==> config.mk <==
export PLATFORM = sky130hd
export DESIGN_NAME = l2c_lane_counter_bank
export DESIGN_NICKNAME = d
export VERILOG_FILES = /design/src/rtl/l2c_pkg.sv /design/src/rtl/l2c_lane_counter_bank.sv
export SDC_FILE = /design/constraint.sdc
export NUM_CORES = 2
export LEC_CHECK = 0
export BUFFER_PORTS_ARGS = -buffer_cell sky130_fd_sc_hd__buf_2
export CAP_MARGIN = 20
export CORE_AREA = 3 3 442 444
export DETAILED_ROUTE_END_ITERATION = 8
export DIE_AREA = 0 0 445 447
export PLACE_DENSITY_LB_ADDON = 0.08
export SETUP_SLACK_MARGIN = 0.05
export SYNTH_ARGS = -nofsm -noshare
export SYNTH_HDL_FRONTEND = slang
export SYNTH_SLANG_ARGS = --single-unit
export TNS_END_PERCENT = 1
==> constraint.sdc <==
create_clock -name clk -period 5.85 [get_ports clk]
set_clock_uncertainty 0.05 [all_clocks]
set_input_delay 0.585 -clock clk [delete_from_list [all_inputs] [get_ports clk]]
set_output_delay 0.585 -clock clk [all_outputs]
set_load 0.02 [all_outputs]
==> src/rtl/l2c_pkg.sv <==
/*
 * layer-2 normal-loop shared definitions
 * lane geometry, count width, lane masks and the controller enums
 */
package l2c_pkg;

    // ======================================================================
    // array geometry
    // ======================================================================
    localparam int LANES           = 32;  // fifo lanes per stream
    localparam int CNT_W           = 32;  // event counts and tile fields
    localparam int KERNEL_W        = 3;   // conv kernel width, ifmap stagger step

    localparam int DW_IFMAP_LANES  = 30;  // ifmap lanes for depthwise/standard
    localparam int CONV_PSUM_LANES = 10;  // ipsum/opsum lanes for depthwise/standard

    // ======================================================================
    // lane masks
    // ======================================================================
    localparam logic [LANES-1:0] ALL_LANES_MASK = '1;

    localparam logic [LANES-1:0] DW_IFMAP_MASK = {
        {(LANES - DW_IFMAP_LANES){1'b0}},
        {DW_IFMAP_LANES{1'b1}}
    };  // lanes 0..29

    localparam logic [LANES-1:0] CONV_PSUM_MASK = {
        {(LANES - CONV_PSUM_LANES){1'b0}},
        {CONV_PSUM_LANES{1'b1}}
    };  // lanes 0..9

    // ======================================================================
    // layer type, as sent by the layer-3 controller
    // ======================================================================
    typedef enum logic [1:0] {
        POINTWISE = 2'd0,
        DEPTHWISE = 2'd1,
        STANDARD  = 2'd2,
        LINEAR    = 2'd3
    } layer_e;

    // ======================================================================
    // normal-loop FSM states
    // ======================================================================
    typedef enum logic [1:0] {
        IDLE      = 2'd0,  // wait for start
        SET_NUM   = 2'd1,  // one cycle, load all banks
        WAIT_DONE = 2'd2,  // lanes still draining
        DONE      = 2'd3   // one-cycle done pulse
    } nl_state_e;

endpackage

==> src/rtl/l2c_lane_counter_bank.sv <==
/*
 * lane counter bank
 * one loadable down-counter per lane, tracks remaining pop/push events
 */
`timescale 1ns/1ns

module l2c_lane_counter_bank (
    input  logic                      clk,
    input  logic                      rst_n,
    input  logic                      load_i,
    input  logic [l2c_pkg::LANES-1:0] need_i,
    input  logic [l2c_pkg::CNT_W-1:0] num_i [l2c_pkg::LANES],
    input  logic [l2c_pkg::LANES-1:0] event_i,
    output logic [l2c_pkg::LANES-1:0] done_o,
    output logic [l2c_pkg::LANES-1:0] pending_o
);
    import l2c_pkg::*;

    logic [CNT_W-1:0] cnt_q [LANES];  // remaining events per lane
    logic [LANES-1:0] lane_zero;

    // ======================================================================
    // per-lane counters
    // ======================================================================
    always_ff @(posedge clk or negedge rst_n) begin
        if (!rst_n) begin
            for (int k = 0; k < LANES; k++) begin
                cnt_q[k] <= '0;
            end
        end else begin
            for (int k = 0; k < LANES; k++) begin
                if (load_i) begin
                    cnt_q[k] <= need_i[k] ? num_i[k] : '0;  // unused lane parks at zero
                end else if (event_i[k] && !lane_zero[k]) begin
                    cnt_q[k] <= cnt_q[k] - CNT_W'(1);      // stops at zero
                end
            end
        end
    end

    // ======================================================================
    // lane status
    // ======================================================================
    always_comb begin
        for (int k = 0; k < LANES; k++) begin
            lane_zero[k] = (cnt_q[k] == '0);
        end
    end

    assign done_o    = lane_zero;
    assign pending_o = ~lane_zero;

endmodule

==> impl_metrics.tcl <==
set metrics [dict create \
    cts_tree "built" \
    pwr-share-comb_pct 18.7 \
    grt_max_degree 127 \
    crit_top_cell "or4_1" \
    ys_ff_latch 1024 \
    synth.avg_cell_area_um2 8.515 \
    largestRegisters "cnt_q (1024)" \
    crit_chain "or4_1 > or4_1 > nor4_1 > inv_1 > buf_2" \
    max_freq_ghz 0.2269 \
    grt_use_total_pct 24.38 \
    layout-drive-gt1-share_pct 17.21 \
    fin_cells 11650 \
    drc 0 \
    port_buffers 1154 \
    p_seq_share_pct 39.9 \
    core_um2 192000 \
    synthArstFlopShare_pct 100.0 \
    rr_startpoint "cnt_q[480]" \
    synth_edf_count 0 \
    crit_buf_inv 2 \
    whs_ns 0.05498 \
    worstHoldPathCells 3 \
    cts_resized 0 \
    ys_seq_area_share_pct 42.35 \
    final_common_cell "buf_2" \
    ir_drop_mv 0.2274 \
    wl_per_cell_um 21.56 \
    worst_ep_arrival_time_ns 3.77 \
    drt-initial-drc-count 4028 \
    ant_nets 0 \
    final_cell_mix "buf_2, dfrtp_1, nand2_1, dlygate4sd3_1, a21oi_1" \
    grt_pass1_vias 62460 \
    cts_root_buf "clkbuf_16" \
    critPathMaxStageDelay_ns 0.82 \
    powerDensity_nw_per_um2 260.5 \
    min_period_over_period_pct 75.32 \
    drv_slew 0 \
    placementRows 161 \
    reg2reg_depth 9 \
    hold_violations 0 \
    postCtsSetupBuffers 0 \
    worst_slew_pin_slew_ns 1.120 \
    r2r_slack_ns 2.28 \
    path_class "flip-flop to output port" \
    rsz0062_at_grt "false" \
    ios 1155 \
    vias_per_cell 5.335 \
    synth_cell_type_count 92 \
    switchingPower_mw 6.373 \
    largest-register "cnt_q" \
    grt_pass1_wl_um 379800 \
    finalSetupTns_ns 0 \
    antenna_found_initial 146 \
    crit_required_ns 5.22 \
    die_h_um 447 \
    cts.reportedPaths.clkPinSlew_ns 0.06 \
    largest_reg_flops 1024 \
    slew_headroom_pct 24.88 \
    status "completed" \
    num_vias 62160 \
    reg2reg_to "cnt_q[492]" \
    cts_made_buffers 134 \
    syn_area_um2 60500 \
    holdPathEnd "cnt_q[72]" \
    wl_um 251200 \
    start_util_pct 31.52 \
    endpoint_kind "output port" \
    clkLatencyLatePin_ns 0.80 \
    cts_buffer_depth 3 \
    hold_start "num_i[72]" \
    dp.cells 10480 \
    p_sw_share_pct 29.82 \
    grt-ovfl-total 0 \
    fin_crit_ns 4.406 \
    synth_ff_type "dfrtp_1" \
    hp-class "input pin to flip-flop" \
    dr.pass1.iters 5 \
    path_max_fanout 6 \
    p_leak_nw 33.05 \
    finalNetCount 10040 \
    pwr-share-clk_pct 41.4 \
    synth_fp_nets 8230 \
    cap_violations 0 \
    slowest_stage "nor4_1" \
    area_growth_pct 35.54 \
    ys_warn_count 0 \
    cp_top_family "simple AND/OR/NAND/NOR gates" \
    dp_hpwl_um 185200 \
    power.total_mw 21.37 \
    synthCells 7106 \
    gp_congestion 0.8913 \
    critPathLaunchType "flip-flop" \
    die_x_um 445 \
    cts.sinks 1024 \
    setup_viol_count_final 0 \
    htreeDepth 4 \
    fp.dieArea_um2 198900 \
    p_int_mw 14.99 \
    ctsHoldBuffers 817 \
]
[cells in the mapped netlist (136+ instances only)]
master       n  area share (%)
or3_1      147             1.5
a21oi_1    663             5.5
nor4_1     334             3.5
nor2_1     392             2.4
o21ai_0    651             5.4
dfrtp_1   1024              42
xor2_1     245             3.5
or4_1      136             1.7
nand3_1    202             1.7
clkbuf_1   359             2.2
xnor2_1    510             7.4
inv_1      155            0.96
nor3_1     366             3.0
nand2_1    924             5.7
[routing by layer]
layer  GRT usage, %  vias up  routed length (µm)
met4          13.71       38               14260
met3          4.014      581               11690
met1          30.25    30280              104900
met5              0        -                 264
met2          40.29     1747              120100
li1               -    29510                   -
[kinds of logic (layout without fill, tap and decap cells)]
family                     Yosys count  after routing  share of synthesized area [%]
adders and majority gates           33             33                         0.6824
DFF                               1024           1024                          42.35
AOI/OAI and AO/OA                 1720           1720                          16.51
other                                0            107                              0
buffers and inverters              546           2458                          3.445
xor gates and xnor gates           755            755                          10.93
muxes                               41             41                         0.6886
and+or+nand+nor                   2987           2987                          25.40
[worst min-delay path: stages]
cell and delay [ns]:
buf_2 0.11, nand2_1 0.06, o21ai_0 0.07
[power groups by stage]
| stage | registers, mW | clock network, mW | logic (mW) |
|---|---|---|---|
| 2_1_floorplan | 8.45 | 0 | 2.26 |
| 6_report | 8.53 | 8.85 | 3.99 |
| 4_1_cts | 8.52 | 9.12 | 4.01 |
| 5_1_grt | 8.65 | 9.37 | 4.45 |
| 3_5_place_dp | 8.63 | 0 | 3.50 |
| 3_3_place_gp | 8.62 | 0 | 3.47 |
[stage by stage]
step / worst slack [ns] / util, % / cell area [µm²]
finish: 1.444 / 42.72 / 82010
global route: 1.372 / 42.69 / 81950
CTS: 1.460 / 42.56 / 81700
detailed placement: 2.299 / 35.85 / 68820
global placement: 2.161 / 35.84 / 68800
floorplan: 2.425 / - / 60500
[worst max-delay path by stage]
stage	from	endpoint	slack, ns	cells past startpoint
global placement	cnt_q[612]	done_o[12]	2.16	4
global route	cnt_q[726]	pending_o[9]	1.37	5
detailed placement	cnt_q[480]	cnt_q[492]	2.30	9
CTS	cnt_q[726]	pending_o[9]	1.46	5
finish	cnt_q[726]	pending_o[9]	1.44	5
floorplan	cnt_q[726]	pending_o[9]	2.42	6
[area by class of cell]
cell class | count | area [µm²]
fill | 19320 | 110000
multi-input combinational | 5536 | 32850
sequential | 1024 | 25620
timing repair buffer | 2057 | 14800
clock buffer | 207 | 4178
tap | 2526 | 3161
inverter | 158 | 600.6
clock inverter | 36 | 526.8
antenna | 107 | 267.8
(Power assumes the default switching activity.)
